### src/logic/tluh_pkg.sv
package tluh_pkg;

  // tilelink channel widths
  localparam int TL_DW   = 32;
  localparam int TL_AW   = 32;
  localparam int TL_SZW  = 2;
  localparam int TL_SRCW = 4;

  // bytes per data word
  localparam int TL_BYTES = TL_DW / 8;

  // word-addressed backing store
  localparam int SRAM_AW    = 10;
  localparam int SRAM_DEPTH = 1 << SRAM_AW;

  // a_size value for a two-beat burst
  localparam int BURST_SIZE = 3;

  // A channel opcodes served here
  typedef enum logic [2:0] {
    PutFullData    = 3'd0,
    ArithmeticData = 3'd2,
    Get            = 3'd4,
    Intent         = 3'd5
  } tl_a_op_e;

  // D channel opcodes
  typedef enum logic [2:0] {
    AccessAck     = 3'd0,
    AccessAckData = 3'd1,
    HintAck       = 3'd2
  } tl_d_op_e;

  // arithmetic atomic params
  typedef enum logic [2:0] {
    MIN  = 3'd0,
    MAX  = 3'd1,
    MINU = 3'd2,
    MAXU = 3'd3,
    ADD  = 3'd4
  } tl_arith_e;

  // work item handed from the unpacker to the rmw controller
  typedef enum logic [2:0] {
    BeatRead,
    BeatWrite,
    BeatArith,
    BeatHint,
    BeatErr
  } beat_kind_e;

endpackage

### src/logic/tluh_rmw_ctrl.sv
`timescale 1ns/1ps

module tluh_rmw_ctrl import tluh_pkg::*; (
  input  logic                clk_i,
  input  logic                rst_ni,
  input  logic                beat_valid_i,
  output logic                beat_ready_o,
  input  beat_kind_e          beat_kind_i,
  input  logic [2:0]          beat_param_i,
  input  logic [SRAM_AW-1:0]  beat_addr_i,
  input  logic [TL_DW-1:0]    beat_data_i,
  input  logic [TL_BYTES-1:0] beat_mask_i,
  input  logic                beat_last_i,
  output logic                rsp_valid_o,
  input  logic                rsp_ready_i,
  output tl_d_op_e            rsp_opcode_o,
  output logic [TL_DW-1:0]    rsp_data_o,
  output logic                rsp_error_o,
  output logic                rsp_last_o,
  output logic                mem_req_o,
  output logic                mem_we_o,
  output logic [SRAM_AW-1:0]  mem_addr_o,
  output logic [TL_DW-1:0]    mem_wdata_o,
  output logic [TL_DW-1:0]    mem_wmask_o,
  input  logic [TL_DW-1:0]    mem_rdata_i,
  input  logic                mem_rvalid_i
);

  typedef enum logic [1:0] {
    Idle,
    ReadWait,
    ArithWrite,
    RspHold
  } state_e;

  state_e              state_q;
  beat_kind_e          op_kind_q;
  tl_arith_e           op_param_q;
  logic [SRAM_AW-1:0]  op_addr_q;
  logic [TL_DW-1:0]    op_data_q;
  logic [TL_BYTES-1:0] op_mask_q;
  logic [TL_BYTES-1:0] mask_src;
  logic [TL_DW-1:0]    arith_res;
  logic                take;
  logic                needs_read;
  logic                silent;

  assign beat_ready_o = (state_q == Idle);
  assign take         = beat_valid_i && beat_ready_o;
  assign needs_read   = (beat_kind_i == BeatRead) || (beat_kind_i == BeatArith);

  // first put beat of a burst is acked together with the second
  assign silent = !beat_last_i && ((beat_kind_i == BeatWrite) ||
                  (beat_kind_i == BeatErr && tl_d_op_e'(beat_param_i) == AccessAck));

  // old word sits in rsp_data_o once the read returns
  always_comb begin
    case (op_param_q)
      MIN:     arith_res = ($signed(rsp_data_o) < $signed(op_data_q)) ? rsp_data_o : op_data_q;
      MAX:     arith_res = ($signed(rsp_data_o) > $signed(op_data_q)) ? rsp_data_o : op_data_q;
      MINU:    arith_res = (rsp_data_o < op_data_q) ? rsp_data_o : op_data_q;
      MAXU:    arith_res = (rsp_data_o > op_data_q) ? rsp_data_o : op_data_q;
      default: arith_res = rsp_data_o + op_data_q;
    endcase
  end

  always_comb begin
    mem_req_o   = 1'b0;
    mem_we_o    = 1'b0;
    mem_addr_o  = beat_addr_i;
    mem_wdata_o = beat_data_i;
    mask_src    = beat_mask_i;
    if (state_q == ArithWrite) begin
      mem_req_o   = 1'b1;
      mem_we_o    = 1'b1;
      mem_addr_o  = op_addr_q;
      mem_wdata_o = arith_res;
      mask_src    = op_mask_q;
    end else if (take) begin
      mem_req_o = needs_read || (beat_kind_i == BeatWrite);
      mem_we_o  = (beat_kind_i == BeatWrite);
    end
    for (int i = 0; i < TL_BYTES; i++) begin
      mem_wmask_o[8*i +: 8] = {8{mask_src[i]}};
    end
  end

  always_ff @(posedge clk_i or negedge rst_ni) begin
    if (!rst_ni) begin
      state_q     <= Idle;
      rsp_valid_o <= 1'b0;
    end else begin
      case (state_q)
        Idle: begin
          if (take && needs_read) begin
            state_q <= ReadWait;
          end else if (take && !silent) begin
            rsp_valid_o <= 1'b1;
            state_q     <= RspHold;
          end
        end
        ReadWait: begin
          if (mem_rvalid_i) begin
            rsp_valid_o <= (op_kind_q != BeatArith);
            state_q     <= (op_kind_q == BeatArith) ? ArithWrite : RspHold;
          end
        end
        ArithWrite: begin
          rsp_valid_o <= 1'b1;
          state_q     <= RspHold;
        end
        default: begin
          if (rsp_ready_i) begin
            rsp_valid_o <= 1'b0;
            state_q     <= Idle;
          end
        end
      endcase
    end
  end

  always_ff @(posedge clk_i) begin
    if (take) begin
      op_kind_q   <= beat_kind_i;
      op_param_q  <= tl_arith_e'(beat_param_i);
      op_addr_q   <= beat_addr_i;
      op_data_q   <= beat_data_i;
      op_mask_q   <= beat_mask_i;
      rsp_last_o  <= beat_last_i;
      rsp_error_o <= (beat_kind_i == BeatErr);
      rsp_data_o  <= '0;
      case (beat_kind_i)
        BeatRead, BeatArith: rsp_opcode_o <= AccessAckData;
        BeatWrite:           rsp_opcode_o <= AccessAck;
        BeatHint:            rsp_opcode_o <= HintAck;
        default:             rsp_opcode_o <= tl_d_op_e'(beat_param_i);
      endcase
    end else if (state_q == ReadWait && mem_rvalid_i) begin
      rsp_data_o <= mem_rdata_i;
    end
  end

  // nothing new goes to the sram while read data is on its way back
  no_req_in_read: assert property (@(posedge clk_i) disable iff (!rst_ni)
    mem_req_o && !mem_we_o |=> !mem_req_o);

  // a write belongs either to a put beat or to the arith op that read first
  we_only_on_write: assert property (@(posedge clk_i) disable iff (!rst_ni)
    mem_we_o |-> mem_req_o && ((state_q == ArithWrite) ? (op_kind_q == BeatArith)
                                : (state_q == Idle && beat_kind_i == BeatWrite)));

endmodule

### config.mk
export PLATFORM = sky130hd
export DESIGN_NAME = tluh_rmw_ctrl
export DESIGN_NICKNAME = d
export VERILOG_FILES = /design/src/logic/tluh_pkg.sv /design/src/logic/tluh_rmw_ctrl.sv
export SDC_FILE = /design/constraint.sdc
export NUM_CORES = 1
export LEC_CHECK = 0
export ABC_AREA = 1
export BUFFER_PORTS_ARGS = -buffer_cell sky130_fd_sc_hd__buf_4
export CAP_MARGIN = 10
export CORE_MARGIN = 2
export CORE_UTILIZATION = 57
export DETAILED_ROUTE_END_ITERATION = 6
export PLACE_DENSITY_LB_ADDON = 0.1
export SETUP_SLACK_MARGIN = 0.15
export SLEW_MARGIN = 5
export SYNTH_ARGS = -nofsm -noshare
export SYNTH_HDL_FRONTEND = slang
export SYNTH_SLANG_ARGS = --single-unit
### constraint.sdc
create_clock -name clk_i -period 3.4 [get_ports clk_i]
set_input_delay 0.17 -clock clk_i [delete_from_list [all_inputs] [get_ports clk_i]]
set_output_delay 0.17 -clock clk_i [all_outputs]
set_load 0.1 [all_outputs]
---- Yosys cells after proc, flatten, opt, wreduce, memory -nomap -nowiden ----
Index checks and enable logic that the tools add are counted.
operators by class
  reduce and logical (&&, ||, !) cells .... 19
  muxes and demuxes ....................... 24
  add/sub/neg operators ................... 1
  magnitude comparators ................... 4
  eq/ne operators ......................... 15
operator list
  operator                                                                 count
  32-bit two-way mux                                                       5
  32-bit case mux with 4 select lines                                      1
  32-bit > comparator                                                      2
  32-bit < comparator                                                      2
  32-bit adder                                                             1
  3-bit by 2-bit equality test with 1-bit output, second input constant    5
  10-bit two-way mux                                                       1
  3-bit logical NOT                                                        3
  1-bit two-way mux                                                        9
  3-bit case mux with 3 select lines                                       1
  2-bit two-way mux                                                        4
  3-bit by 1-bit equality test with 1-bit output, second input constant    2
  1-bit logical AND                                                        6
  2-bit case mux with 3 select lines                                       1
  4-bit two-way mux                                                        1
  2-bit inequality test, second input constant                             2
  4-bit AND reduction                                                      1
  4-bit nonzero test                                                       1
  3-bit equality test, second input constant                               1
  1-bit logical OR                                                         3
  3-bit by 1-bit inequality test with 1-bit output, second input constant  1
  3-bit by 2-bit inequality test with 1-bit output, second input constant  1
  1-bit case mux with 3 select lines                                       1
  3-bit AND reduction                                                      1
  6 further kinds                                                          7
storage, ports and cells
  register bits after elaboration ......... 92
  output and inout bits ................... 115
  bits of input ports ..................... 90
  logic and storage cells ................. 74

---- Logic depth before layout (Yosys ltp) ----
  depth in word-level cells ............... 9
  mapped depth ............................ 21
  mapped depth without buffers ............ 20

---- Least setup slack after synthesis ----
OpenSTA, ideal clock, no wires.
  path type ............................... register to output
  start ................................... reg state_q[0]
  end ..................................... out mem_req_o
  data required time ...................... 3,230 ps
  arrival ................................. 4,590 ps
  slack ................................... -1,360 ps
  stages on the path, launching flop included .. 6
  cells stage by stage .................... dfrtp_1 -> inv_1 -> ha_1 -> nand2_1 -> o21ai_0 -> or2_2
between the ends
  word-level cells in the longest chain between the ends .. 4
ends and longest elaborated chain
  item                    RTL line             source
  from (decl)             tluh_rmw_ctrl.sv:36  state_e state_q;
  from (signal assigned)  tluh_rmw_ctrl.sv:90  state_q <= Idle;
  from (signal assigned)  tluh_rmw_ctrl.sv:96  state_q <= ReadWait;
  from (signal assigned)  tluh_rmw_ctrl.sv:99  state_q <= RspHold;
  2-bit logical NOT       tluh_rmw_ctrl.sv:48  assign beat_ready_o = (state_q == Idle);
  net beat_ready_o        tluh_rmw_ctrl.sv:7   output logic beat_ready_o,
  1-bit logical AND       tluh_rmw_ctrl.sv:49  assign take = beat_valid_i && beat_ready_o;
  1-bit two-way mux       tluh_rmw_ctrl.sv:79  end else if (take) begin
  1-bit two-way mux       tluh_rmw_ctrl.sv:73  if (state_q == ArithWrite) begin
  to (decl)               tluh_rmw_ctrl.sv:20  output logic mem_req_o,
The timed path passes the listed nets, and every way through them passes these cells.

---- Final worst setup path ----
  start ................................... reg op_data_q[30]
  end ..................................... out mem_wdata_o[0]
between the ends
  word-level cells in the longest chain between the ends .. 4
ends and longest elaborated chain
  item                                         RTL line              source
  from (decl)                                  tluh_rmw_ctrl.sv:40   logic [TL_DW-1:0] op_data_q;
  from (signal assigned)                       tluh_rmw_ctrl.sv:127  op_data_q <= beat_data_i;
  32-bit > comparator (tied with other cells)  tluh_rmw_ctrl.sv:62   MAXU: arith_res = (rsp_data_o > op_data_q) ? rsp_data_o : op_data_q;
  32-bit two-way mux (on tied branches)        -
  32-bit case mux with 4 select lines (*)      tluh_rmw_ctrl.sv:58   case (op_param_q)
  32-bit two-way mux (*)                       tluh_rmw_ctrl.sv:73
  to (decl)                                    tluh_rmw_ctrl.sv:23   output logic [TL_DW-1:0] mem_wdata_o,
Every way passes the cells marked *; elsewhere a longest branch is shown, timed or not.

==> results.yml <==
global_routing:
  grtUsageTotal_pct: 39.8
  grt_max_degree: 64
  grt_pass1_wl_mm: 56.8
  grt_pass1_vias: 11200
  grt_overflow: 0
  antenna_found_initial: 1
route:
  viasPerCell: 6.15
  drtIter0Drc: 1758
  drt_pass1_iterations: 7
  totalWireLength_mm: 42.8
  wl_per_cell_um: 20.6
  drtAntennaViolNets: 0
  remaining_drc_errors: 16
  via_count: 12800
outcome:
  status: "finished, violations left"
  violations: "design-rule violations, negative setup slack"
place:
  port_buffers: 204
  routabilityCongestion: 1.03
  dp_hpwl_mm: 24.3
  dp.cells: 1942
sta:
  setup_ws_ps: -35.7
  fin_skew_ps: 10.3
  hold_viol: 0
  max_slew_margin_pct: 22.2
  max_freq_mhz: 291
  min_period_ps: 3440
  period_share_pct: 101
  slew_violations: 0
  worstMarginPinSlew_ps: 1160
  rsz0062_at_grt: "true"
  setup_violations: 3
yosys:
  synth_edf_count: 57
  yosys_warnings: 0
  ys_types: 38
  yosys_most_used_dff: "edfxtp_1"
  yosys.area_share.simple_pct: 40.5
  async_flop_share_pct: 3.26
  synthAdderAreaFrac_pct: 8.89
  synth_nets: 1730
  synth_xor_area_share_pct: 0.726
  syn_area_per_cell_um2: 6.14
  synth_compound_area_share_pct: 11.0
  synth_mux_area_share_pct: 0
  syn_area_um2: 9650
  synthCells: 1572
  synth_top_family_by_area: "simple AND/OR/NAND/NOR gates"
  ys_seq_elements: 92
  synth_seq_area_share_pct: 25.1
setup_path:
  cpLargestDelayFamily: "simple AND/OR/NAND/NOR gates"
  cp_slowest_cell: "edfxtp_1"
  worstSetupEndpointType: "primary output"
  crit_buf_inv: 4
  critPathRequiredTime_ps: 3230
  crit_chain: "inv_2 > ha_4 > nand2_2 > inv_2 > nand2_1 > nor2_2 > nand2_2 > nor2_4 > nand2_4 > nand3_4 > nand2_4 > nand2_8 > nand2_8 > buf_12 > nand2_1 > nand3_1 > nand3_1 > nand2_1 > nand2_2 > buf_12"
  path_class: "reg -> out"
  arrival_ps: 3270
  path_max_fanout: 8
  crit_path_start_kind: "register"
  crit_path_max_incr_delay_ps: 440
floorplan:
  row_count: 47
  die_w_um: 134
  io_pins: 205
  die_area_um2: 18000
  initial_core_util_pct: 58.2
  die_h_um: 134
  core_um2: 16600
clock_network:
  path_clk_slew_ps: 80
  clock_latency_ps: 370
  cts_tree: "built"
  htree_levels: 3
  cts_root_buffer: "clkbuf_16"
  cts_buffer_depth: 2
  cts_made_buffers: 9
  cts.sinks: 92
cells_and_area:
  multi_input_area_um2: 6700
  layout_commonest_cell: "nand2_1"
  num-nets-final: 2013
  diodes: 0
  most-common-layout-cells: "411 x nand2_1, 253 x buf_4, 215 x nand3_1"
  stdcell_count: 2080
  seq_area_um2: 2470
  nFillCells: 1001
  drive_above_1_share_pct: 31.2
  area_growth_syn_to_layout_pct: 46.3
job:
  max_cap_viol_count: 0
min_path:
  min_path_type: "in -> reg"
## through the flow
step	worst slack, ps	TNS (ps)	cell area [um^2]	utilization (%)	hold slack (ps)
after floorplan	150	0	9740	-	-126
after global placement	85.4	0	11400	68.7	-39.4
after detailed placement	52.9	0	11400	68.7	-37.8
after CTS	137	0	12700	76.5	1.76
after global routing	-121	-922	14100	85.2	3.10
final	-35.7	-55.6	14100	85.2	7.28
## path summary, 6_finish.rpt
path	start	to	slack (ps)	cells past startpoint
min in group asynchronous	rst_ni	state_q[0]$_DFFE_PN0P_	130	2
max	op_data_q[30]$_DFFE_PP_	mem_wdata_o[0]	-40	20
max in group asynchronous	rst_ni	state_q[1]$_DFFE_PN0P_	3180	2
min	beat_param_i[1]	op_param_q[1]$_DFFE_PP_	7	1
max reg2reg	state_q[0]$_DFFE_PN0P_	rsp_valid_o$_DFFE_PN0P_	880	10
min reg2reg	rsp_valid_o$_DFFE_PN0P_	rsp_valid_o$_DFFE_PN0P_	560	2
## synthesized netlist by cell type (8+ instances only)
cell type | number | area, um^2
a21oi_1 | 93 | 465
buf_2 | 12 | 60.1
buf_4 | 37 | 278
clkbuf_1 | 37 | 139
dfxtp_1 | 32 | 641
edfxtp_1 | 57 | 1710
ha_1 | 67 | 838
inv_1 | 204 | 766
nand2_1 | 463 | 1740
nand3_1 | 230 | 1150
nand4_1 | 19 | 119
nor2_1 | 143 | 537
nor3_1 | 13 | 65.1
o211ai_1 | 9 | 67.6
o21ai_0 | 76 | 380
or2_2 | 20 | 125
xor2_1 | 8 | 70.1
## kinds of logic after synthesis
group	count (synthesis)
AND/OR/NAND/NOR	907
buffers and inverters	300
AO/OA/AOI/OAI	197
flip-flops	92
adder cells (fa/ha/maj)	68
XOR/XNOR	8
## flip-flops by register name, indices dropped and copies added, names as in the netlist
| name | count |
|---|---|
| rsp_last_o | 1 |
| rsp_error_o | 1 |
| rsp_data_o | 32 |
| op_param_q | 3 |
| op_mask_q | 4 |
| rsp_valid_o | 1 |
| rsp_opcode_o | 3 |
| op_addr_q | 10 |
| op_data_q | 32 |
| state_q | 2 |
| op_kind_q | 3 |
## area by class of cell
| type | instances | share of cell area [%] |
|---|---|---|
| multi-input cells | 1180 | 47.4 |
| repair buffers | 366 | 25.6 |
| flip-flops and latches | 92 | 17.5 |
| inverters | 206 | 5.53 |
| well taps | 220 | 1.95 |
| clock buffers | 9 | 1.59 |
| clock inverters | 7 | 0.478 |
## routing by layer
metal / vias up / GRT usage [%] / share of wire (%)
li1: 5622 / - / -
met1: 5759 / 48.7 / 35
met2: 1074 / 67.6 / 46
met3: 333 / 7.45 / 12
met4: 0 / 19.7 / 7.0
met5: - / 0 / 0
## timing repair
| item | CTS | global route |
|---|---|---|
| endpoints found under the hold margin | 47 | 1 |
| pin swaps | 6 | 60 |
| cloned | 0 | 11 |
| hold buffers | 45 | 1 |
| buffers inserted | 11 | 54 |
| resized for setup | 102 | 213 |
| setup endpoints to repair | 32 | 32 |
Power is not shown: default switching activity piles up to over one toggle a cycle in this logic, so the estimate is an artifact.
