==> src/logic/tluh_pkg.sv <==
package tluh_pkg;

  // tilelink channel widths
  localparam int TL_DW   = 32;
  localparam int TL_AW   = 32;
  localparam int TL_SZW  = 2;
  localparam int TL_SRCW = 4;

  // bytes per data word
  localparam int TL_BYTES = TL_DW / 8;

  // word-addressed backing store
  localparam int SRAM_AW    = 10;
  localparam int SRAM_DEPTH = 1 << SRAM_AW;

  // a_size value for a two-beat burst
  localparam int BURST_SIZE = 3;

  // A channel opcodes served here
  typedef enum logic [2:0] {
    PutFullData    = 3'd0,
    ArithmeticData = 3'd2,
    Get            = 3'd4,
    Intent         = 3'd5
  } tl_a_op_e;

  // D channel opcodes
  typedef enum logic [2:0] {
    AccessAck     = 3'd0,
    AccessAckData = 3'd1,
    HintAck       = 3'd2
  } tl_d_op_e;

  // arithmetic atomic params
  typedef enum logic [2:0] {
    MIN  = 3'd0,
    MAX  = 3'd1,
    MINU = 3'd2,
    MAXU = 3'd3,
    ADD  = 3'd4
  } tl_arith_e;

  // work item handed from the unpacker to the rmw controller
  typedef enum logic [2:0] {
    BeatRead,
    BeatWrite,
    BeatArith,
    BeatHint,
    BeatErr
  } beat_kind_e;

endpackage

==> src/logic/tluh_req_unpack.sv <==
`timescale 1ns/1ps

module tluh_req_unpack import tluh_pkg::*; (
  input  logic                clk_i,
  input  logic                rst_ni,
  input  logic                a_valid_i,
  output logic                a_ready_o,
  input  logic [2:0]          a_opcode_i,
  input  logic [2:0]          a_param_i,
  input  logic [TL_SZW-1:0]   a_size_i,
  input  logic [TL_SRCW-1:0]  a_source_i,
  input  logic [TL_AW-1:0]    a_address_i,
  input  logic [TL_BYTES-1:0] a_mask_i,
  input  logic [TL_DW-1:0]    a_data_i,
  output logic                beat_valid_o,
  input  logic                beat_ready_i,
  output beat_kind_e          beat_kind_o,
  output logic [2:0]          beat_param_o,
  output logic [SRAM_AW-1:0]  beat_addr_o,
  output logic [TL_DW-1:0]    beat_data_o,
  output logic [TL_BYTES-1:0] beat_mask_o,
  output logic                beat_last_o,
  output logic [TL_SRCW-1:0]  txn_source_o,
  output logic [TL_SZW-1:0]   txn_size_o,
  input  logic                txn_done_i
);

  logic               busy_q;
  logic               wait_second_q;
  logic               gen_second_q;
  logic [SRAM_AW-1:0] next_addr_q;
  logic               a_fire;
  logic               first_fire;
  logic               beat_fire;
  logic               is_burst;
  logic               is_get;
  logic               multi_a;
  logic               misaligned;
  logic [SRAM_AW-1:0] word_addr;
  beat_kind_e         dec_kind;
  tl_d_op_e           ack_op;

  // second A beat may only land once the first beat has left the register
  assign a_ready_o  = (!busy_q || wait_second_q) && !beat_valid_o;
  assign a_fire     = a_valid_i && a_ready_o;
  assign first_fire = a_fire && !busy_q;
  assign beat_fire  = beat_valid_o && beat_ready_i;

  assign word_addr  = a_address_i[$clog2(TL_BYTES) +: SRAM_AW];
  assign is_burst   = (a_size_i == BURST_SIZE);
  assign is_get     = (a_opcode_i == Get);
  assign multi_a    = is_burst && (a_opcode_i == PutFullData || a_opcode_i == ArithmeticData);
  assign misaligned = (a_address_i % (is_burst ? 2 * TL_BYTES : TL_BYTES)) != 0;

  always_comb begin
    dec_kind = BeatErr;
    ack_op   = AccessAck;
    case (a_opcode_i)
      Get: begin
        dec_kind = BeatRead;
        ack_op   = AccessAckData;
      end
      PutFullData: begin
        dec_kind = BeatWrite;
        ack_op   = AccessAck;
      end
      ArithmeticData: begin
        dec_kind = (a_param_i > ADD) ? BeatErr : BeatArith;
        ack_op   = AccessAckData;
      end
      Intent: begin
        dec_kind = BeatHint;
        ack_op   = HintAck;
      end
      default: begin
        dec_kind = BeatErr;
      end
    endcase
    if (misaligned) begin
      dec_kind = BeatErr;
    end
  end

  always_ff @(posedge clk_i or negedge rst_ni) begin
    if (!rst_ni) begin
      busy_q        <= 1'b0;
      wait_second_q <= 1'b0;
      gen_second_q  <= 1'b0;
      beat_valid_o  <= 1'b0;
    end else begin
      if (txn_done_i) begin
        busy_q <= 1'b0;
      end else if (first_fire) begin
        busy_q <= 1'b1;
      end
      if (a_fire) begin
        beat_valid_o  <= 1'b1;
        wait_second_q <= first_fire && multi_a;
        gen_second_q  <= first_fire && is_burst && is_get;
      end else if (beat_fire) begin
        // burst get reloads the beat for the next word
        beat_valid_o <= gen_second_q;
        gen_second_q <= 1'b0;
      end
    end
  end

  always_ff @(posedge clk_i) begin
    if (a_fire) begin
      beat_kind_o  <= dec_kind;
      // error beats carry their ack opcode in the param field
      beat_param_o <= (dec_kind == BeatErr) ? ack_op : a_param_i;
      beat_addr_o  <= wait_second_q ? next_addr_q : word_addr;
      beat_data_o  <= a_data_i;
      beat_mask_o  <= a_mask_i;
      beat_last_o  <= !(first_fire && (multi_a || (is_burst && is_get)));
      next_addr_q  <= word_addr + 1'b1;
    end else if (beat_fire && gen_second_q) begin
      beat_addr_o <= next_addr_q;
      beat_last_o <= 1'b1;
    end
    if (first_fire) begin
      txn_source_o <= a_source_i;
      txn_size_o   <= a_size_i;
    end
  end

  a_size_legal: assert property (@(posedge clk_i) disable iff (!rst_ni)
    a_valid_i |-> (a_size_i == 2 || a_size_i == BURST_SIZE));

endmodule

==> config.mk <==
export PLATFORM = sky130hd
export DESIGN_NAME = tluh_req_unpack
export DESIGN_NICKNAME = d
export VERILOG_FILES = /design/src/logic/tluh_pkg.sv /design/src/logic/tluh_req_unpack.sv
export SDC_FILE = /design/constraint.sdc
export NUM_CORES = 1
export LEC_CHECK = 0
export ABC_AREA = 1
export CORE_MARGIN = 8
export CORE_UTILIZATION = 25
export CTS_BUF_LIST = sky130_fd_sc_hd__clkbuf_4 sky130_fd_sc_hd__clkbuf_8
export DETAILED_ROUTE_END_ITERATION = 16
export DONT_BUFFER_PORTS = 1
export PLACE_DENSITY_LB_ADDON = 0.05
export SLEW_MARGIN = 30
export SYNTH_ARGS = -nofsm -noshare
export SYNTH_HDL_FRONTEND = slang
export SYNTH_SLANG_ARGS = --single-unit
==> constraint.sdc <==
create_clock -name clk_i -period 4.55 [get_ports clk_i]
set_input_delay 0.6825 -clock clk_i [delete_from_list [all_inputs] [get_ports clk_i]]
set_output_delay 0.6825 -clock clk_i [all_outputs]
set_load 0.01 [all_outputs]
Yosys cells after proc, flatten, opt, wreduce, memory -nomap -nowiden:

Cells that the tools add are included.

* multiplexer cells: 17
* add/sub/neg operators: 1
* div/mod/pow operators: 1
* shifts and indexed selects: 0
* equality and inequality tests: 5
* bitwise operators: 0
* $lt $le $gt $ge: 1
* reductions and logical operators: 23
* multiply operators: 0

Operators with widths (count)
* $mod A32 B32 Y32: 1
* $reduce_bool A32 Y1: 1
* $mux W10: 3
* $pmux W3 S4: 1
* $logic_and A1 B1 Y1: 11
* $add A10 B1 Y10 const B: 1
* $eq A3 B3 Y1 const B: 3
* $mux W3: 3
* $mux W1: 8
* $reduce_bool A2 Y1: 3
* $mux W4: 1
* $pmux W2 S2: 1
* $eq A3 B2 Y1 const B: 1
* $gt A3 B3 Y1 const B: 1
* $logic_not A1 Y1: 3
* $logic_not A3 Y1: 1
* $logic_or A1 B1 Y1: 3
* $eq A2 B2 Y1 const B: 1
* $reduce_or A2 Y1: 1

* latch bits: 0
* register bits: 73
* memory bits (writable): 0
* input port bits: 85
* memories: 0
* word-level logic and storage cells: 61
* memory bits (read-only): 0

Longest topological paths before layout:

Gate-level depths: netlist of run 1.

* depth in word-level cells: 8
* depth in mapped cells: 314
* depth with buffers taken out: 289

Least setup slack after synthesis of run 1:

OpenSTA, ideal clock, no wires.

* path type: input -> register
* from: in a_size_i[0]
* to: reg beat_param_o[0], data pin
* setup slack: -40.593 ns
* cell stages on the path: 298
* library setup time: 0.253 ns
* data required time: 4.297 ns
* buffers on the path: 25
* arrival: 44.891 ns
* cell sequence: nand2_4 inv_1 ha_1 a21oi_4 nand2_8 buf_12 nand2_4 nand2_1 inv_1 ha_1 inv_1 a21oi_1 nor2_1 inv_1 nand2_1 nand2_2 ha_1 o21a_1 (+262 left out) o21ai_0 ha_1 nand2_1 nand3_1 inv_1 nand3_2 nor2_4 nand2_2 nor2_4 nand3_1 nand2_1 nand2_1 nor2_1 nand3_1 nor2_2 nand3_1 nand2_1 nand2_1

* longest elaborated chain between the ends: 7

RTL lines
* start, declared: line tluh_req_unpack.sv:10 `input logic [TL_SZW-1:0] a_size_i,`
* $eq A2 B2 Y1: line tluh_req_unpack.sv:50 `assign is_burst = (a_size_i == BURST_SIZE);`
* $mux W4: line tluh_req_unpack.sv:53 `assign misaligned = (a_address_i % (is_burst ? 2 * TL_BYTES : TL_BYTES)) != 0;`
* $mod A32 B32 Y32: line tluh_req_unpack.sv:53
* $reduce_bool A32 Y1: line tluh_req_unpack.sv:53
* $mux W3: line tluh_req_unpack.sv:79 `if (misaligned) begin`
* net dec_kind[2]: line tluh_req_unpack.sv:40 `beat_kind_e dec_kind;`
* $eq A3 B3 Y1: line tluh_req_unpack.sv:112 `beat_param_o <= (dec_kind == BeatErr) ? ack_op : a_param_i;`
* $mux W3: line tluh_req_unpack.sv:112
* end signal, assigned: line tluh_req_unpack.sv:112
* end, declared: line tluh_req_unpack.sv:18 `output logic [2:0] beat_param_o,`

The timed path passes the listed nets, and every way through them passes these cells.
A chain may end at the register's enable or synchronous reset.

Worst setup path after layout of run 1:

* from: in a_size_i[0]
* to: reg beat_param_o[0], data pin

* longest elaborated chain between the ends: 7

RTL lines (line)
* $eq A2 B2 Y1: tluh_req_unpack.sv:50
* $mux W4: tluh_req_unpack.sv:53
* $mod A32 B32 Y32: tluh_req_unpack.sv:53
* $reduce_bool A32 Y1: tluh_req_unpack.sv:53
* $mux W3: tluh_req_unpack.sv:79
* $eq A3 B3 Y1: tluh_req_unpack.sv:112
* $mux W3: tluh_req_unpack.sv:112

Every way passes these cells.

==> metrics.yaml, run 1 <==
outcome:
  outcome: "finished with violations"
  violations: "negative setup slack"
routing:
  post_drt_wl_per_cell_um: 14.9
  ant_nets: 0
  post_drt_via_cell_ratio: 4.30
  drt_pre_antenna_iters: 5
  drt-total-wl_mm: 113
  num_vias: 32700
  drc_errors: 0
  drt-initial-drc-count: 1471
hold_path:
  min_path_cells: 1
  hold_end: "busy_q$_DFFE_PN0P_"
  worstHoldStart: "txn_done_i"
  hp-class: "primary input to flop"
worst_setup_path:
  cp-end-kind: "flop"
  worstPathMaxFanout: 8
  rr_endpoint: "beat_addr_o[0]$_DFFE_PP_"
  critPathKind: "primary input to flop"
  cp_common_cell: "nor2_4"
  r2r_start: "beat_valid_o$_DFFE_PN0P_"
  reg2reg_setup_slack_ns: 1.97
  cp.required_ns: 4.75
  cpMaxStageDelayCell: "ha_4"
  crit_arrival_ns: 31.84
  worstSetupStartpointType: "primary input"
  max_stage_delay_ns: 0.30
  r2r_cells: 5
die:
  rows: 122
  start_util_pct: 25.2
  die_area_sq_um: 122000
  die_x_um: 350
  io_pins: 146
  die_y_um: 350
  placeableCoreArea_sq_um: 111000
logic_synthesis:
  yosys.area.top_type: "nand2_1"
  async_flop_share_pct: 5.48
  yosys_warnings: 0
  ys.flop_type: "edfxtp_1"
  seq_area_frac_synth_pct: 7.81
  synth-seq-cells: 73
  ys_top_cells_by_area: "nand2_1, inv_1, edfxtp_1, nand3_1, nand3_2"
  yosys.cell_count.top_type: "nand2_1"
  syn_area_per_cell_sq_um: 6.22
  synth_cell_types: 74
  synth.top_cell.area_share_pct: 14.7
  synth-edff-count: 69
  syn-num-nets: 4625
  synthTopCellsByCount: "nand2_1, inv_1, nor2_1, nand3_1, nand2_2"
  synth_cells: 4477
  synthesis.area_sq_um: 27800
clock_tree:
  clk_latency_ns: 0.47
  cts_made_buffers: 9
  cts_tree: "done"
  path_clk_slew_ns: 0.09
  clockBufferDepth: 2
  htreeDepth: 3
  cts_sinks: 73
  root_buffer: "clkbuf_8"
timing:
  slew_headroom_pct: 43.1
  period_minus_slack_ns: 31.64
  fin_hold_ws_ns: 0.286
  hold_viol_final: 0
  final.setup_skew_ns: 0.0415
  drv_slew: 0
  timing.fmax_mhz: 31.6
  tns_ns: -162.37
  period_share_pct: 695
  finalSetupViolations: 6
  rsz0062_at_grt: "yes"
  fin_ws_ns: -27.09
  worst_pin_slew_ns: 0.846
grt:
  grt_overflow: 0
  grt_pass1_vias: 32100
  grt_use_total_pct: 18.1
  antenna_found_initial: 2
  grt_start_max_net_pins: 54
  grt_pass1_wl_mm: 177
power_and_ir_drop:
  power_mw: 41.2
  max-vdd-ir-drop_mv: 0.534
  p_leak_nw: 22.2
  powerDensity_nw_per_um2: 947
placement:
  port_buffers: 0
  dp_hpwl_mm: 99.9
  gp_congestion: 0.872
  place_ws_ns: -29.59
finish:
  layout-drive-gt1-share_pct: 49.8
  syn2layout_area_growth_pct: 56.3
  final_util_pct: 39.3
  nets: 6265
run:
  cap_violations: 0
## registers in the layout (all words and copies together) (netlist names), 2 cells and up
register and flops:
beat_addr_o 10, beat_data_o 32, beat_kind_o 3, beat_mask_o 4, beat_param_o 3, next_addr_q 10
txn_size_o 2, txn_source_o 4
## power by group
part / switching (mW) / internal [mW]
Combinational: 21.0 / 18.5
Sequential: 0.119 / 0.911
Clock: 0.358 / 0.264
## worst max-delay path, delay by kind of cell
kind | cells | cell delay, ns
compound gates | 42 | 4.80
simple gates | 161 | 15.69
buf+inv | 47 | 4.13
fa+ha+maj | 27 | 6.48
## cells in the final DEF, fill, tap and decap left out, types with 37 or more instances in the layout
master,synthesis,final
buf_4,1,1678
nand2_2,249,275
clkinv_1,41,37
a21oi_1,50,38
nand3_2,170,175
o21ai_1,60,53
inv_1,601,573
nand3_1,402,382
nand4_1,185,185
xor2_1,58,57
nor2_2,130,131
o21ai_2,64,68
nand2_4,141,161
nor2_1,433,395
inv_2,79,94
nand2_1,1093,1044
o21ai_0,61,48
nor3_1,42,40
edfxtp_1,69,69
nor2_4,114,151
nand3_4,62,78
## worst max-delay path by stage
stage,from,to,slack [ns],cells after the start
6_report,a_size_i[0],beat_param_o[0]$_DFFE_PP_,-27.09,277
5_1_grt,a_size_i[0],beat_param_o[0]$_DFFE_PP_,-29.41,280
4_1_cts,a_size_i[0],beat_param_o[1]$_DFFE_PP_,-27.06,279
3_5_place_dp,a_size_i[1],beat_param_o[1]$_DFFE_PP_,-29.59,271
3_3_place_gp,a_size_i[1],beat_param_o[0]$_DFFE_PP_,-28.69,272
2_1_floorplan,a_size_i[1],beat_param_o[0]$_DFFE_PP_,-35.59,296
## area by class of cell
cell class / count / area, sq um
fill: 12100 / 67000
clock inverter: 7 / 83.8
inverter: 784 / 3220
antenna: 2 / 5.00
sequential: 73 / 2170
clock buffer: 9 / 124
tap: 1488 / 1860
multi-input combinational: 3551 / 23100
timing repair buffer: 1698 / 12900
## through the flow
stage | instances | area [sq um]
final | 7612 | 43500
after global routing | 7611 | 43500
after CTS | 7565 | 42700
after detailed placement | 7393 | 41000
after global placement | 7393 | 41000
after floorplan | 4477 | 28600
## logic make-up (layout without fill, tap and decap cells)
group / count (synthesis) / after routing / share of synthesized area (%)
other: 0 / 2 / 0
and+or+nand+nor: 3112 / 3113 / 65.2
DFF: 73 / 73 / 7.81
xor gates and xnor gates: 74 / 74 / 2.36
adders and majority gates: 63 / 63 / 2.83
buffers and inverters: 854 / 2498 / 14.5
AOI/OAI and AO/OA: 301 / 301 / 7.25
## layer usage
layer	wire (um)	track usage, %
met3	3540	1.53
met2	53200	30.9
met5	0	0
met1	54600	24.8
met4	1990	3.70
## repair_timing
item,in CTS,in global routing
cloned,0,1
pin swaps,185,81
setup buffers,155,44
endpoints found under the setup margin,6,6
hold buffers,1,0
endpoints found under the hold margin,4,0
resized for setup,57,112
(Power assumes the default switching activity.)
==> run 2, diff against run 1 <==
- CTS_BUF_LIST: sky130_fd_sc_hd__clkbuf_4 sky130_fd_sc_hd__clkbuf_8 -> not set
==> metrics.yaml, run 2 (synthesis gave the netlist of run 1 again) <==
outcome:
  outcome: "finished with violations"
  violations: "negative setup slack"
timing:
  worst_pin_slew_ns: 0.993
  fin_ws_ns: -27.19
  slew_headroom_pct: 33.2
  tns_ns: -163.00
  timing.fmax_mhz: 31.5
  rsz0062_at_grt: "yes"
  period_minus_slack_ns: 31.74
  finalSetupViolations: 6
  final.setup_skew_ns: 0.0258
  drv_slew: 0
  fin_hold_ws_ns: 0.346
  period_share_pct: 698
  hold_viol_final: 0
finish:
  mostFrequentLayoutCells: "buf_4, nand2_1, inv_1"
  reg_top3: "beat_data_o x32, beat_addr_o x10, next_addr_q x10"
  syn2layout_area_growth_pct: 56.7
  layout_commonest_cell: "buf_4"
  layout-drive-gt1-share_pct: 49.8
  n_fill_cell: 12100
  final_util_pct: 39.5
  top_register: "beat_data_o"
  stdcell_area_sq_um: 43600
  nets: 6266
  largest_reg_flops: 32
power_and_ir_drop:
  max-vdd-ir-drop_mv: 0.538
  powerDensity_nw_per_um2: 949
  p_leak_nw: 22.3
  power_mw: 41.4
die:
  io_pins: 146
  placeableCoreArea_sq_um: 111000
  rows: 122
  die_x_um: 350
  start_util_pct: 25.2
  die_y_um: 350
  die_area_sq_um: 122000
worst_setup_path:
  path_buf_inv: 47
  worstSetupStartpointType: "primary input"
  critPathKind: "primary input to flop"
  crit_arrival_ns: 31.88
  cp_top_family: "simple AND/OR/NAND/NOR gates"
  cp.required_ns: 4.69
  cp_common_cell: "nor2_4"
  worstPathMaxFanout: 8
  cpMaxStageDelayCell: "ha_4"
  max_stage_delay_ns: 0.30
  cp-end-kind: "flop"
routing:
  ant_nets: 0
  drt-initial-drc-count: 1440
  drt_pre_antenna_iters: 7
  post_drt_wl_per_cell_um: 14.9
  drt-total-wl_mm: 113
  num_vias: 32700
  post_drt_via_cell_ratio: 4.30
  drc_errors: 0
clock_tree:
  clockBufferDepth: 2
  cts_sinks: 73
  cts_made_buffers: 9
  root_buffer: "clkbuf_16"
  clk_latency_ns: 0.40
  cts_tree: "done"
  path_clk_slew_ns: 0.07
  htreeDepth: 3
grt:
  grt_pass1_vias: 32100
  grt_pass1_wl_mm: 177
  grt_use_total_pct: 18.1
  grt_start_max_net_pins: 54
  antenna_found_initial: 1
  grt_overflow: 0
placement:
  dp_hpwl_mm: 99.9
  dpl_cell_area_sq_um: 41000
  gp_congestion: 0.872
  port_buffers: 0
run:
  cap_violations: 0
hold_path:
  hp-class: "primary input to flop"
## run 2: changes by cell type in the layout (fill, tap and decap cells not counted)
cell	before	now
clkbuf_16	0	9
xor2_2	2	1
buf_4	1678	1679
clkbuf_8	9	0
diode_2	2	1
xor2_4	0	1
## run 2: cell type report
cell class / instances / area [sq um] / area share [%]
inverters: 784 / 3220 / 7.40
well taps: 1488 / 1860 / 4.27
clock inverters: 7 / 83.8 / 0.192
flip-flops and latches: 73 / 2170 / 4.98
diodes: 1 / 2.50 / 0.00574
clock buffers: 9 / 225 / 0.517
multi-input cells: 3551 / 23100 / 53.0
repair buffers: 1699 / 12900 / 29.7
## run 2: path summary, 6_finish.rpt
path	slack, ns	startpoint	to	cells after the start
max	-27.19	a_size_i[0]	beat_param_o[0]$_DFFE_PP_	277
min	0.35	txn_done_i	busy_q$_DFFE_PN0P_	1
max reg2reg	1.98	beat_valid_o$_DFFE_PN0P_	beat_addr_o[0]$_DFFE_PP_	5
min reg2reg	0.53	next_addr_q[7]$_DFFE_PP_	beat_addr_o[7]$_DFFE_PP_	2
max in group asynchronous	3.81	rst_ni	busy_q$_DFFE_PN0P_	1
min in group asynchronous	0.54	rst_ni	beat_valid_o$_DFFE_PN0P_	1
## run 2: routing by layer
| metal | routed length, um | vias to the layer above | track usage, % |
|---|---|---|---|
| li1 | - | 17600 | - |
| met1 | 54800 | 14700 | 24.8 |
| met2 | 53300 | 362 | 30.9 |
| met3 | 3410 | 75 | 1.68 |
| met4 | 1930 | 0 | 3.50 |
| met5 | 0 | - | 0 |
## run 2: power breakdown
part	leakage (nW)	internal (mW)	switching (mW)	total, mW
registers	0.691	0.912	0.120	1.03
clock network	0.149	0.437	0.383	0.820
logic	21.5	18.5	21.0	39.5
## run 2: timing repair
item,in CTS,in global routing
cloned,0,1
setup endpoints to repair,6,6
hold buffers,1,0
resized for setup,57,113
buffers inserted,155,45
hold endpoints to repair,4,0
pin swaps,185,80
## run 2: per-stage QoR
| step | setup slack (ns) | cells |
|---|---|---|
| 2_1_floorplan | -35.59 | 4477 |
| 3_3_place_gp | -28.69 | 7393 |
| 3_5_place_dp | -29.59 | 7393 |
| 4_1_cts | -27.15 | 7565 |
| 5_1_grt | -29.49 | 7611 |
| 6_report | -27.19 | 7612 |
## run 2: worst reg2reg max path, cell delays in order (launching register included)
cell and delay (ns):
dfrtp_1 0.46, a21oi_1 0.31, nand2_1 0.23, inv_2 0.10
nand2_1 0.43, o21ai_0 0.73
