--- src/logic/tluh_pkg.sv ---
package tluh_pkg;

  // tilelink channel widths
  localparam int TL_DW   = 32;
  localparam int TL_AW   = 32;
  localparam int TL_SZW  = 2;
  localparam int TL_SRCW = 4;

  // bytes per data word
  localparam int TL_BYTES = TL_DW / 8;

  // word-addressed backing store
  localparam int SRAM_AW    = 10;
  localparam int SRAM_DEPTH = 1 << SRAM_AW;

  // a_size value for a two-beat burst
  localparam int BURST_SIZE = 3;

  // A channel opcodes served here
  typedef enum logic [2:0] {
    PutFullData    = 3'd0,
    ArithmeticData = 3'd2,
    Get            = 3'd4,
    Intent         = 3'd5
  } tl_a_op_e;

  // D channel opcodes
  typedef enum logic [2:0] {
    AccessAck     = 3'd0,
    AccessAckData = 3'd1,
    HintAck       = 3'd2
  } tl_d_op_e;

  // arithmetic atomic params
  typedef enum logic [2:0] {
    MIN  = 3'd0,
    MAX  = 3'd1,
    MINU = 3'd2,
    MAXU = 3'd3,
    ADD  = 3'd4
  } tl_arith_e;

  // work item handed from the unpacker to the rmw controller
  typedef enum logic [2:0] {
    BeatRead,
    BeatWrite,
    BeatArith,
    BeatHint,
    BeatErr
  } beat_kind_e;

endpackage

--- src/logic/tluh_resp_gen.sv ---
`timescale 1ns/1ps

module tluh_resp_gen import tluh_pkg::*; (
  input  logic               clk_i,
  input  logic               rst_ni,
  input  logic               rsp_valid_i,
  output logic               rsp_ready_o,
  input  tl_d_op_e           rsp_opcode_i,
  input  logic [TL_DW-1:0]   rsp_data_i,
  input  logic               rsp_error_i,
  input  logic               rsp_last_i,
  input  logic [TL_SRCW-1:0] txn_source_i,
  input  logic [TL_SZW-1:0]  txn_size_i,
  output logic               d_valid_o,
  input  logic               d_ready_i,
  output logic [2:0]         d_opcode_o,
  output logic [TL_SZW-1:0]  d_size_o,
  output logic [TL_SRCW-1:0] d_source_o,
  output logic               d_error_o,
  output logic [TL_DW-1:0]   d_data_o,
  output logic               txn_done_o
);

  logic last_q;

  // register refills while it drains
  assign rsp_ready_o = !d_valid_o || d_ready_i;

  // source and size held by the unpacker for the whole transaction
  assign d_source_o = txn_source_i;
  assign d_size_o   = txn_size_i;

  assign txn_done_o = d_valid_o && d_ready_i && last_q;

  always_ff @(posedge clk_i or negedge rst_ni) begin
    if (!rst_ni) begin
      d_valid_o <= 1'b0;
    end else if (rsp_valid_i && rsp_ready_o) begin
      d_valid_o <= 1'b1;
    end else if (d_ready_i) begin
      d_valid_o <= 1'b0;
    end
  end

  always_ff @(posedge clk_i) begin
    if (rsp_valid_i && rsp_ready_o) begin
      d_opcode_o <= rsp_opcode_i;
      d_data_o   <= rsp_data_i;
      d_error_o  <= rsp_error_i;
      last_q     <= rsp_last_i;
    end
  end

  d_stable: assert property (@(posedge clk_i) disable iff (!rst_ni)
    d_valid_o && !d_ready_i |=> d_valid_o && $stable(d_opcode_o) && $stable(d_data_o)
      && $stable(d_error_o) && $stable(d_source_o) && $stable(d_size_o));

endmodule

--- config.mk ---
export PLATFORM = sky130hd
export DESIGN_NAME = tluh_resp_gen
export DESIGN_NICKNAME = d
export VERILOG_FILES = /design/src/logic/tluh_pkg.sv /design/src/logic/tluh_resp_gen.sv
export SDC_FILE = /design/constraint.sdc
export NUM_CORES = 1
export LEC_CHECK = 0
export BUFFER_PORTS_ARGS = -buffer_cell sky130_fd_sc_hd__clkbuf_2
export CAP_MARGIN = 40
export CORE_ASPECT_RATIO = 1.25
export CORE_MARGIN = 2
export CORE_UTILIZATION = 40
export CTS_BUF_LIST = sky130_fd_sc_hd__clkbuf_4 sky130_fd_sc_hd__clkbuf_8
export CTS_CLUSTER_DIAMETER = 200
export DETAILED_ROUTE_END_ITERATION = 12
export PLACE_DENSITY_LB_ADDON = 0.2
export SYNTH_ARGS = -nofsm -noshare
export SYNTH_HDL_FRONTEND = slang
export SYNTH_SLANG_ARGS = --single-unit
export TNS_END_PERCENT = 50
--- constraint.sdc ---
create_clock -name clk_i -period 1.45 [get_ports clk_i]
set_clock_uncertainty 0.05 [all_clocks]
set_input_delay 0.0725 -clock clk_i [delete_from_list [all_inputs] [get_ports clk_i]]
set_output_delay 0.0725 -clock clk_i [all_outputs]
set_load 0.02 [all_outputs]
Yosys cells after proc, flatten, opt, wreduce, memory -nomap -nowiden
Cells that the tools add are included.
Widths: inputs -> output; s select.
{"block": "totals", "ff_bits": 38, "out_inout_bits": 45, "word_cells": 13, "input_bits": 47}
{"block": "op_classes", "n_reduce_logical": 6, "n_mux": 2}
{"cell": "$logic_and 1x1->1", "n": 3}
{"cell": "$mux 1", "n": 2}
{"cell": "$reduce_bool 2->1", "n": 1}
{"cell": "$logic_not 1->1", "n": 1}
{"cell": "$logic_or 1x1->1", "n": 1}

Depth between registers and ports, before layout
Gate-level depths: netlist of the first run.
{"block": "depth", "word_depth": 4, "ltp_mapped": 2, "ltp_nobuf": 2}

Least setup slack after synthesis of the first run
No wires, ideal clock.
{"block": "synth_path", "path_kind": "register -> register", "startpoint": "register d_valid_o", "endpoint": "register d_data_o[0], enable pin", "setup_time_ns": 0.348, "path_buffers": 0, "required_time_ns": 1.052, "slack_ns": 0.055, "period_less_slack_ns": 1.395, "stages_incl_launch_ff": 3, "arrival_time_ns": 0.997, "path_cell_list": "dfrtp_1 -> nand2b_4 -> and2_4"}
{"block": "synth_between", "elab_chain_len": 3}
{"element": "from (decl)", "line_no": "tluh_resp_gen.sv:14", "rtl": "output logic d_valid_o,"}
{"element": "from (signal assigned)", "line_no": "tluh_resp_gen.sv:37", "rtl": "d_valid_o <= 1'b0;"}
{"element": "from (signal assigned)", "line_no": "tluh_resp_gen.sv:39", "rtl": "d_valid_o <= 1'b1;"}
{"element": "from (signal assigned)", "line_no": "tluh_resp_gen.sv:41", "rtl": "d_valid_o <= 1'b0;"}
{"element": "$logic_not 1->1", "line_no": "tluh_resp_gen.sv:27", "rtl": "assign rsp_ready_o = !d_valid_o || d_ready_i;"}
{"element": "$logic_or 1x1->1", "line_no": "tluh_resp_gen.sv:27"}
{"element": "via rsp_ready_o", "line_no": "tluh_resp_gen.sv:7", "rtl": "output logic rsp_ready_o,"}
{"element": "$logic_and 1x1->1", "line_no": "tluh_resp_gen.sv:46", "rtl": "if (rsp_valid_i && rsp_ready_o) begin"}
{"element": "to (signal assigned)", "line_no": "tluh_resp_gen.sv:48", "rtl": "d_data_o <= rsp_data_i;"}
{"element": "to (decl)", "line_no": "tluh_resp_gen.sv:20", "rtl": "output logic [TL_DW-1:0] d_data_o,"}
The timed path passes the listed nets, and every way through them passes these cells.
A chain may end at the register's enable or synchronous reset.

Worst setup path after layout of the first run
{"block": "layout_path", "startpoint": "register d_valid_o", "endpoint": "register d_valid_o"}
{"block": "layout_between", "elab_chain_len": 4, "word_cells_on_any_way": 5, "cone_classes": "mux: 1; reduce/logical: 4"}
{"element": "$logic_not 1->1 *", "line_no": "tluh_resp_gen.sv:27"}
{"element": "$logic_or 1x1->1 *", "line_no": "tluh_resp_gen.sv:27"}
{"element": "$logic_and 1x1->1 *", "line_no": "tluh_resp_gen.sv:38", "rtl": "end else if (rsp_valid_i && rsp_ready_o) begin"}
{"element": "$mux 1 / $reduce_bool 2->1 (equally long branches)"}
Mark *: on every way between the ends. The rest lies on a longest branch, timed or not.

==> results of run 1 <==
logic make-up after synthesis:
| group | synth area share (%) |
|---|---|
| AND/OR/NAND/NOR | 2.88 |
| buffers and inverters | 3.70 |
| flip-flops | 93.4 |
cells in the final DEF (no fill, tap or decap), drive strengths merged:
cell type and n:
dlygate4sd3 41, edfxtp 37, and3 1, buf 2, nand2b 2, and2 1
dfrtp 1, clkbuf 87
registers in the layout, indices dropped and copies added (netlist names):
| signal | flops |
|---|---|
| d_opcode_o | 3 |
| d_data_o | 32 |
| last_q | 1 |
| d_valid_o | 1 |
| d_error_o | 1 |
path summary, 6_finish.rpt:
path | start | end | slack, ns | depth (start not counted)
worst max-delay path | d_valid_o$_DFFE_PN0P_ | d_valid_o$_DFFE_PN0P_ | 0.15 | 3
worst min-delay path | txn_size_i[0] | d_size_o[0] | 0.1 | 0
worst max register to register | d_valid_o$_DFFE_PN0P_ | d_valid_o$_DFFE_PN0P_ | 0.15 | 3
worst min register to register | d_valid_o$_DFFE_PN0P_ | d_data_o[5]$_DFFE_PP_ | 0.93 | 3
max in group asynchronous | rst_ni | d_valid_o$_DFFE_PN0P_ | 0.74 | 3
min in group asynchronous | rst_ni | d_valid_o$_DFFE_PN0P_ | 0.51 | 3
worst register-to-register path: cells and delay by family, from the launching register on:
kind | cells | cell delay [ns]
buffers and inverters | 1 | 0.55
flip-flops | 1 | 0.44
AND/OR/NAND/NOR | 2 | 0.15
power by group through the flow:
stage                     clock network, mW  registers [mW]  logic (mW)
after detailed placement                  0            1.32       0.237
after floorplan                           0            1.39      0.0560
after global routing                  0.728            1.30       0.345
final                                 0.637            1.29       0.322
after CTS                             0.664            1.29       0.324
after global placement                    0            1.32       0.232
per-layer routing:
metal	GRT usage [%]	share of wire, %	vias to the layer above
li1	-	-	423
met1	14.5	32	393
met2	26.9	58	47
met3	7.73	8.3	7
met4	9.29	2.5	0
met5	0	0	-
layout make-up:
type	instances	area, um2
Clock buffer	8	78.8
Sequential cell	38	1140
Tap cell	36	45.0
Timing Repair Buffer	122	846
Multi-Input combinational cell	4	35.0
Fill cell	217	777
==> metrics.txt, run 1 <==
synthesized area=1220 um2; Ys Warns=0; Initial DRC Count=22; die footprint=3500 um2; Net Count, Synth=95; Setup violations, final=0; IR drop worst, VDD=roughly 0.83 mV; Post-synth ARST share=around 2.6%; Total Neg Setup Slack=0 ns; Root Buffer=clkbuf_4; Total Power=2.25 mW; Finished Cell Area=2140 um2; Period Utilization, post-route=89.5%; top-area cell type share of the netlist area=91.4%; # rows=22; Max Slew Vio Count=0; number of synthesized flops with an enable pin=37; number of synthesized register bits=38; Post-CTS Repair Setup Buffers=0; Critical Path RT=around 1.6 ns; Clock Path Buffers=2; routed wire length=2550 um; Buffers & Inverters on Critical Path=1; part of the Yosys area used for sequential elements=about 93%; CTS Buf Count=5; number of H-tree levels=2; Routed wire per std cell=12.3 um; final worst path period need=1.30 ns; Finished Layout Cells=approximately 210; Pleak=between 0.9 and 1 nW; Final GP Congestion=0.647; CTS Sinks=38; Mean Syn Cell Area=around 25 um2; CTS resizes=0; fmax=slightly below 800 MHz; vias in the first global route=between 800 and 900; Placed Instance Area=approximately 1700 um2; Clk pin slew, worst setup/hold paths=0.10 ns; most common cell in the netlist=edfxtp_1; worst hold margin=roughly 0.095 ns; Gate Count Post-Synth=48; Cell Pwr Density=around 1100 nW/um2; max cap viols=0; CTS tree=done; Hold Fails Final Rpt=0; Setup crit start kind=flop; Initial Utilization=about two fifths; slowest CP cell=dlygate4sd3_1; Cell variety after synth=7; CP arrival=about 1.5 ns; setup slack after placement=about 0.26 ns; initial antenna violation count=0; core occupancy in the finished layout=between 70% and 80%; CP Class=reg -> reg; Critical Path, Cell by Cell=nand2b_4 > nand2b_1 > dlygate4sd3_1; total number of vias=870; largest net degree at the start of global routing=22; Worst Max-Slew Pin Slew=around 0.17 ns; diode count=0; Total GRT Usage=between 10% and 20%; Worst Hold Class=in -> out; Internal=about 1.8 mW; Reg power frac=around 57%; NetSw=between 0.4 and 0.5 mW; Largest stage delay, worst path=~0.55 ns; largest area contributor in the netlist=edfxtp_1; Buffers on Ports=79; Final ANT Viol Nets=0; CP Capture Type=flop; sw frac=about a fifth; die height=around 66 um; io pins=a little over 90; top cells by area, synth=edfxtp_1, buf_4, dfrtp_1; Area Overhead vs Synth=76.0%; hold_buf cts=41; unrepaired setup endpoints after global routing=no; Clock Power Share=about 28%; post-layout net count=around 220; layout cell share with drive strength beyond 1=52.9%; CP delay by family, top=buffers and inverters; Post-Place Cells=159; critical path peak fanout=3; Pre-antenna DRT Iters=4; list of most frequent post-synthesis cells=edfxtp_1, buf_4; Primary FF master, synth=edfxtp_1; routed vias/inst=around 4.2; combinational share of power=14.3%; Clock Latency Late Sink=approximately 0.33 ns; first-pass GRT wire length=~3600 um; status=complete, no violations; final setup margin=around 0.15 ns; Core ar.=between 2000 and 3000 um2; total grt overflow=0; DR DRC count=0; Die W=~53 um; Slew HR=a little under 90%
Power figures use the tool's default switching activity.
==> inputs of run 2 (changes only) <==
==> constraint.sdc (replaced) <==
create_clock -name clk_i -period 1.45 [get_ports clk_i]
set_clock_uncertainty 0.05 [all_clocks]
set_input_delay 0.2175 -clock clk_i [delete_from_list [all_inputs] [get_ports clk_i]]
set_output_delay 0.2175 -clock clk_i [all_outputs]
set_load 0.02 [all_outputs]
==> run 2 against run 1 <==
Net effect: sequential share of layout area is 1.7 points higher; register-to-register slack improved by 0.097 ns; hold slack got worse by 0.066 ns; final cell count shrank 1.9%; global-route usage fell by 1.9 points; via count decreased by 1.7%; utilization fell by 2.2 points; largest power group unchanged.
==> metrics.txt, run 2 (synthesis gave the netlist of run 1 again) <==
status=complete, no violations; routed vias/inst=4.19 (+0.20%); sw frac=22.0% (+0.81 points); Internal=1.64 mW (-7.8%); CP arrival=1.08 ns (-0.39 ns); Final GP Congestion=0.649 (+0.28%); Initial DRC Count=15 (-32%); combinational share of power=14.8% (+0.5 points); Register Area=1140 um2 (unchanged); Period Utilization, post-route=93.0% (+3.5 points); slowest CP cell=dfrtp_1; number of H-tree levels=2 (unchanged); unrepaired setup endpoints after global routing=no; diode count=0 (unchanged); CP delay by family, top=flip-flops; DR DRC count=0 (unchanged); Most flops, register=d_data_o; Root Buffer=clkbuf_4; CP Capture Type=output port; final worst path period need=1.35 ns (+0.0509 ns); Post-Place Cells=159 (unchanged); most common library cell in the layout ignoring fill and taps=clkbuf_2; Placed Instance Area=1650 um2 (unchanged); layout cell share with drive strength beyond 1=53.6% (+0.66 points); Clock Path Buffers=2 (unchanged); # rows=22 (unchanged); first-pass GRT wire length=3200 um (-11%); CTS Sinks=38 (unchanged); Setup crit start kind=flop; final setup margin=0.102 ns (-0.0509 ns); met2 wire length=1360 um (-7.4%); initial antenna violation count=0 (unchanged); Max Slew Vio Count=0 (unchanged); CP Class=reg -> out; fillers=214 (-1.4%); Clock Power Share=23.6% (-4.7 points); Routed wire per std cell=11.7 um (-4.5%); CTS resizes=0 (unchanged); met3 wire len=224 um (+5.7%); Pre-antenna DRT Iters=4 (unchanged); Setup violations, final=0 (unchanged); most frequent cells in the layout=clkbuf_2, edfxtp_1, dlygate4sd3_1; top flop regs=d_data_o x32, d_opcode_o x3; Top Layer Used=met4; fmax=742 MHz (-3.8%); worst hold margin=0.0292 ns (-0.0658 ns); Core ar.=2920 um2 (unchanged); setup slack after placement=0.262 ns (+0.00308 ns); Buffers & Inverters on Critical Path=1 (unchanged); die height=65.7 um (unchanged); Pleak=0.918 nW (-2.9%); io pins=92 (unchanged); Worst Hold Class=in -> reg; wl on met1=739 um (-8.1%); Die W=53.3 um (unchanged); total grt overflow=0 (unchanged); Final ANT Viol Nets=0 (unchanged); total number of vias=855 (-1.7%); Largest stage delay, worst path=0.43 ns (-0.12 ns); Clk pin slew, worst setup/hold paths=0.09 ns (about the same); die footprint=3500 um2 (unchanged); Critical Path, Cell by Cell=and3_1 > clkbuf_2; Finished Layout Cells=204 (-1.9%); area of the multi-input gates=35.0 um2 (unchanged); Reg power frac=61.6% (+4.2 points); Total Neg Setup Slack=0 ns (unchanged); Critical Path RT=1.18 ns (-0.44 ns); max cap viols=0 (unchanged); vias in the first global route=782 (-8.2%); Buffers on Ports=79 (unchanged); post-layout net count=214 (-1.8%); Cell Pwr Density=1010 nW/um2 (-3.9%); Clock Latency Late Sink=0.32 ns (about the same); largest net degree at the start of global routing=22 (unchanged); Finished Cell Area=2080 um2 (-3.0%); Initial Utilization=41.7% (unchanged); NetSw=0.463 mW (-3.3%); IR drop worst, VDD=0.827 mV (about the same); CTS tree=done; critical path peak fanout=3 (unchanged); number of flip-flops in the largest register=32 (unchanged); Total GRT Usage=13.8% (-1.9 points); Area Overhead vs Synth=70.7%; CTS Buf Count=5 (unchanged); Slew HR=90.1% (+1.3 points); routed wire length=2390 um (-6.4%); Worst Max-Slew Pin Slew=0.149 ns (-0.0190 ns); Hold Fails Final Rpt=0 (unchanged)
run 2: cell count changes in the layout (fill, tap and decap cells not counted), sizes merged:
cell / delta
clkbuf: -2
clkinv: +2
dlygate4sd3: -4
run 2: final timing paths:
kind                                        from  cells past startpoint                     end  slack (ns)
hold / removal                    rsp_data_i[16]                      1  d_data_o[16]$_DFFE_PP_        0.03
min in group asynchronous                 rst_ni                      2   d_valid_o$_DFFE_PN0P_        0.14
hold reg to reg            d_valid_o$_DFFE_PN0P_                      2   d_valid_o$_DFFE_PN0P_        0.54
max in group asynchronous                 rst_ni                      2   d_valid_o$_DFFE_PN0P_        1.12
setup reg to reg           d_valid_o$_DFFE_PN0P_                      3  d_data_o[18]$_DFFE_PP_        0.25
setup / recovery           d_valid_o$_DFFE_PN0P_                      2              txn_done_o        0.10
run 2: power by group through the flow:
| stage | Combinational [mW] | Clock, mW | Sequential [mW] |
|---|---|---|---|
| finish | 0.311 | 0.495 | 1.29 |
| global route | 0.335 | 0.581 | 1.30 |
| CTS | 0.286 | 0.520 | 1.29 |
| detailed placement | 0.238 | 0 | 1.32 |
| global placement | 0.232 | 0 | 1.32 |
| floorplan | 0.0560 | 0 | 1.39 |
run 2: metrics by stage:
| stage | utilization, % | total power [mW] |
|---|---|---|
| 2_1_floorplan | - | 1.45 |
| 3_3_place_gp | 56.6 | 1.55 |
| 3_5_place_dp | 56.6 | 1.56 |
| 4_1_cts | 66.3 | 2.10 |
| 5_1_grt | 71.1 | 2.21 |
| 6_report | 71.1 | 2.10 |
run 2: layout make-up:
class                   instances  share of cell area (%)
clock buffers                   6                    2.17
clock inverters                 2                   0.422
multi-input cells               4                    1.69
flip-flops and latches         38                    54.7
well taps                      36                    2.17
repair buffers                118                    38.8
run 2: routing by layer:
| layer | vias up | GRT usage, % |
|---|---|---|
| li1 | 417 | - |
| met1 | 379 | 11.4 |
| met2 | 50 | 24.1 |
| met3 | 9 | 7.73 |
| met4 | 0 | 8.65 |
| met5 | - | 0 |
run 2: repair_timing:
item / CTS / global route
buffers inserted: 0 / 0
hold endpoints to repair: 23 / 14
hold buffers: 23 / 14
==> inputs of run 3 (changes only) <==
ABC_AREA = 1   (was default)
==> run 3 against run 2 <==
Net effect: sequential power about the same; synthesized area decreased by 0.31%; utilization about the same; register-to-register slack improved by 0.02 ns; power increased by 3.4%; first-iteration DRC count decreased by 6.7%; clock-buffer cell count increased by 2; combinational power about the same; fmax increased by 1.5%; global-route usage decreased by 0.16 points; die area decreased by 0.29%; largest cell class unchanged; largest power group unchanged.
==> metrics.txt, run 3 <==
Clock Latency Late Sink=0.32 ns (about the same); most common cell in the netlist=edfxtp_1; max cap viols=0 (unchanged); Setup violations, final=0 (unchanged); hold_buf cts=11 (-52%); CTS tree=done; die height=65.6 um (-0.14%); largest net degree at the start of global routing=20 (-9.1%); CTS Sinks=38 (unchanged); Largest stage delay, worst path=0.42 ns (about the same); Buffers on Ports=79 (unchanged); CTS Buf Count=5 (unchanged); Core ar.=2920 um2 (unchanged); Root Buffer=clkbuf_4; Mean Syn Cell Area=23.3 um2 (-8.0%); Total GRT Usage=13.7% (-0.16 points); Period Utilization, post-route=91.7% (-1.3 points); Routed wire per std cell=11.8 um (+0.61%); Critical Path, Cell by Cell=nand2_1 > nor2_1 > clkbuf_2; worst hold margin=0.0218 ns (-0.00735 ns); post-layout net count=216 (+0.93%); core occupancy in the finished layout=71.2% (about the same); layout cell share with drive strength beyond 1=53.5% (about the same); most common library cell in the layout ignoring fill and taps=clkbuf_2; io pins=92 (unchanged); Worst Hold Class=in -> reg; cell depth of the worst hold path=1 (unchanged); status=complete, no violations; fmax=752 MHz (+1.5%); Pleak=0.923 nW (+0.56%); total number of vias=868 (+1.5%); diode count=0 (unchanged); Ys Warns=0 (unchanged); number of synthesized register bits=38 (unchanged); die footprint=3490 um2 (-0.29%); Initial DRC Count=14 (-1); CP arrival=1.06 ns (-0.02 ns); CP Capture Type=output port; routed wire length=2420 um (+1.6%); initial antenna violation count=0 (unchanged); Hold Fails Final Rpt=0 (unchanged); top cells by area, synth=edfxtp_1, buf_4, dfrtp_1; vias in the first global route=750 (-4.1%); CP Class=reg -> out; Net Count, Synth=99 (+4.2%); number of synthesized flops with an enable pin=37 (unchanged); number of flip-flops in the largest register=32 (unchanged); top flop regs=d_data_o x32, d_opcode_o x3; Slew HR=87.5% (-2.6 points); Pre-antenna DRT Iters=4 (unchanged); Area Overhead vs Synth=71.3%; Initial Utilization=41.6% (-0.13 points); Total Neg Setup Slack=0 ns (unchanged); Max Slew Vio Count=0 (unchanged); final worst path period need=1.33 ns (-0.0193 ns); Clk pin slew, worst setup/hold paths=0.10 ns (about the same); # rows=22 (unchanged); top-area cell type share of the netlist area=91.6% (+0.28 points); Gate Count Post-Synth=52 (+8.3%); Most flops, register=d_data_o; Final ANT Viol Nets=0 (unchanged); total grt overflow=0 (unchanged); Final GP Congestion=0.646 (-0.45%); largest area contributor in the netlist=edfxtp_1; area of the multi-input gates=31.3 um2 (-11%); Setup crit start kind=flop; fillers=223 (+4.2%); IR drop worst, VDD=0.715 mV (-13%); Clock Path Buffers=2 (unchanged); Post-synth ARST share=2.63% (unchanged); most frequent cells in the layout=clkbuf_2, edfxtp_1, dlygate4sd3_1; Critical Path RT=1.18 ns (about the same); Post-CTS Repair Setup Buffers=0 (unchanged); Die W=53.2 um (-0.15%); Primary FF master, synth=edfxtp_1; cells on worst reg2reg path=2 (-1); Worst Max-Slew Pin Slew=0.187 ns (+0.0386 ns); slowest CP cell=dfrtp_2; Register Area=1140 um2 (+0.11%); Total Power=2.17 mW (+3.4%); routed vias/inst=4.21 (+0.53%); number of H-tree levels=2 (unchanged); part of the Yosys area used for sequential elements=93.7% (+0.29 points); final setup margin=0.121 ns (+0.0193 ns); synthesized area=1210 um2 (-0.31%); unrepaired setup endpoints after global routing=no; list of most frequent post-synthesis cells=edfxtp_1, buf_4, inv_1, nand2_1; DR DRC count=0 (unchanged); setup slack after placement=0.288 ns (+0.0262 ns); critical path peak fanout=4 (+1); first-pass GRT wire length=3260 um (+1.7%); Cell variety after synth=7 (unchanged); CTS resizes=0 (unchanged); Cell Pwr Density=1040 nW/um2 (+3.3%)
run 3: per-stage QoR:
step                instance area, um2  std cells
floorplan                         1220         52
global placement                  1660        163
detailed placement                1660        163
CTS                               1840        182
global route                      2080        206
finish                            2080        206
run 3: kinds of logic after synthesis:
family / after synthesis / share of synthesized area [%]
buf+inv: 9 / 4.64
simple gates: 4 / 1.24
flops: 38 / 93.7
compound gates: 1 / 0.412
run 3: cell type report:
class                   instances  share of cell area, %
repair buffers                116                   37.8
inverters                       3                  0.542
clock buffers                   8                   3.19
multi-input cells               5                   1.51
well taps                      36                   2.17
flip-flops and latches         38                   54.8
run 3: worst paths after layout:
kind / startpoint / end / slack [ns]
worst max-delay path: d_valid_o$_DFFE_PN0P_ / txn_done_o / 0.12
worst min-delay path: rsp_data_i[14] / d_data_o[14]$_DFFE_PP_ / 0.02
worst max register to register: d_valid_o$_DFFE_PN0P_ / d_data_o[15]$_DFFE_PP_ / 0.27
worst min register to register: d_valid_o$_DFFE_PN0P_ / d_valid_o$_DFFE_PN0P_ / 0.54
max in group asynchronous: rst_ni / d_valid_o$_DFFE_PN0P_ / 1.11
min in group asynchronous: rst_ni / d_valid_o$_DFFE_PN0P_ / 0.14
run 3: where the power goes:
part	switching, mW	internal, mW	total, mW
registers	0.0173	1.28	1.29
logic	0.156	0.153	0.309
clock network	0.290	0.277	0.567
run 3: worst max-delay path: cells and delay by family (launching register included):
family                 cells  cell delay (ns)
flip-flops                 1             0.42
buffers and inverters      1             0.17
AND/OR/NAND/NOR            2             0.15
run 3: layer usage:
metal | track usage [%] | vias to the layer above | share of wire [%]
met2 | 20.8 | 42 | 55
met3 | 4.55 | 7 | 7.5
met1 | 15.9 | 398 | 35
met5 | 0 | - | 0
li1 | - | 421 | -
met4 | 9.62 | 0 | 2.8
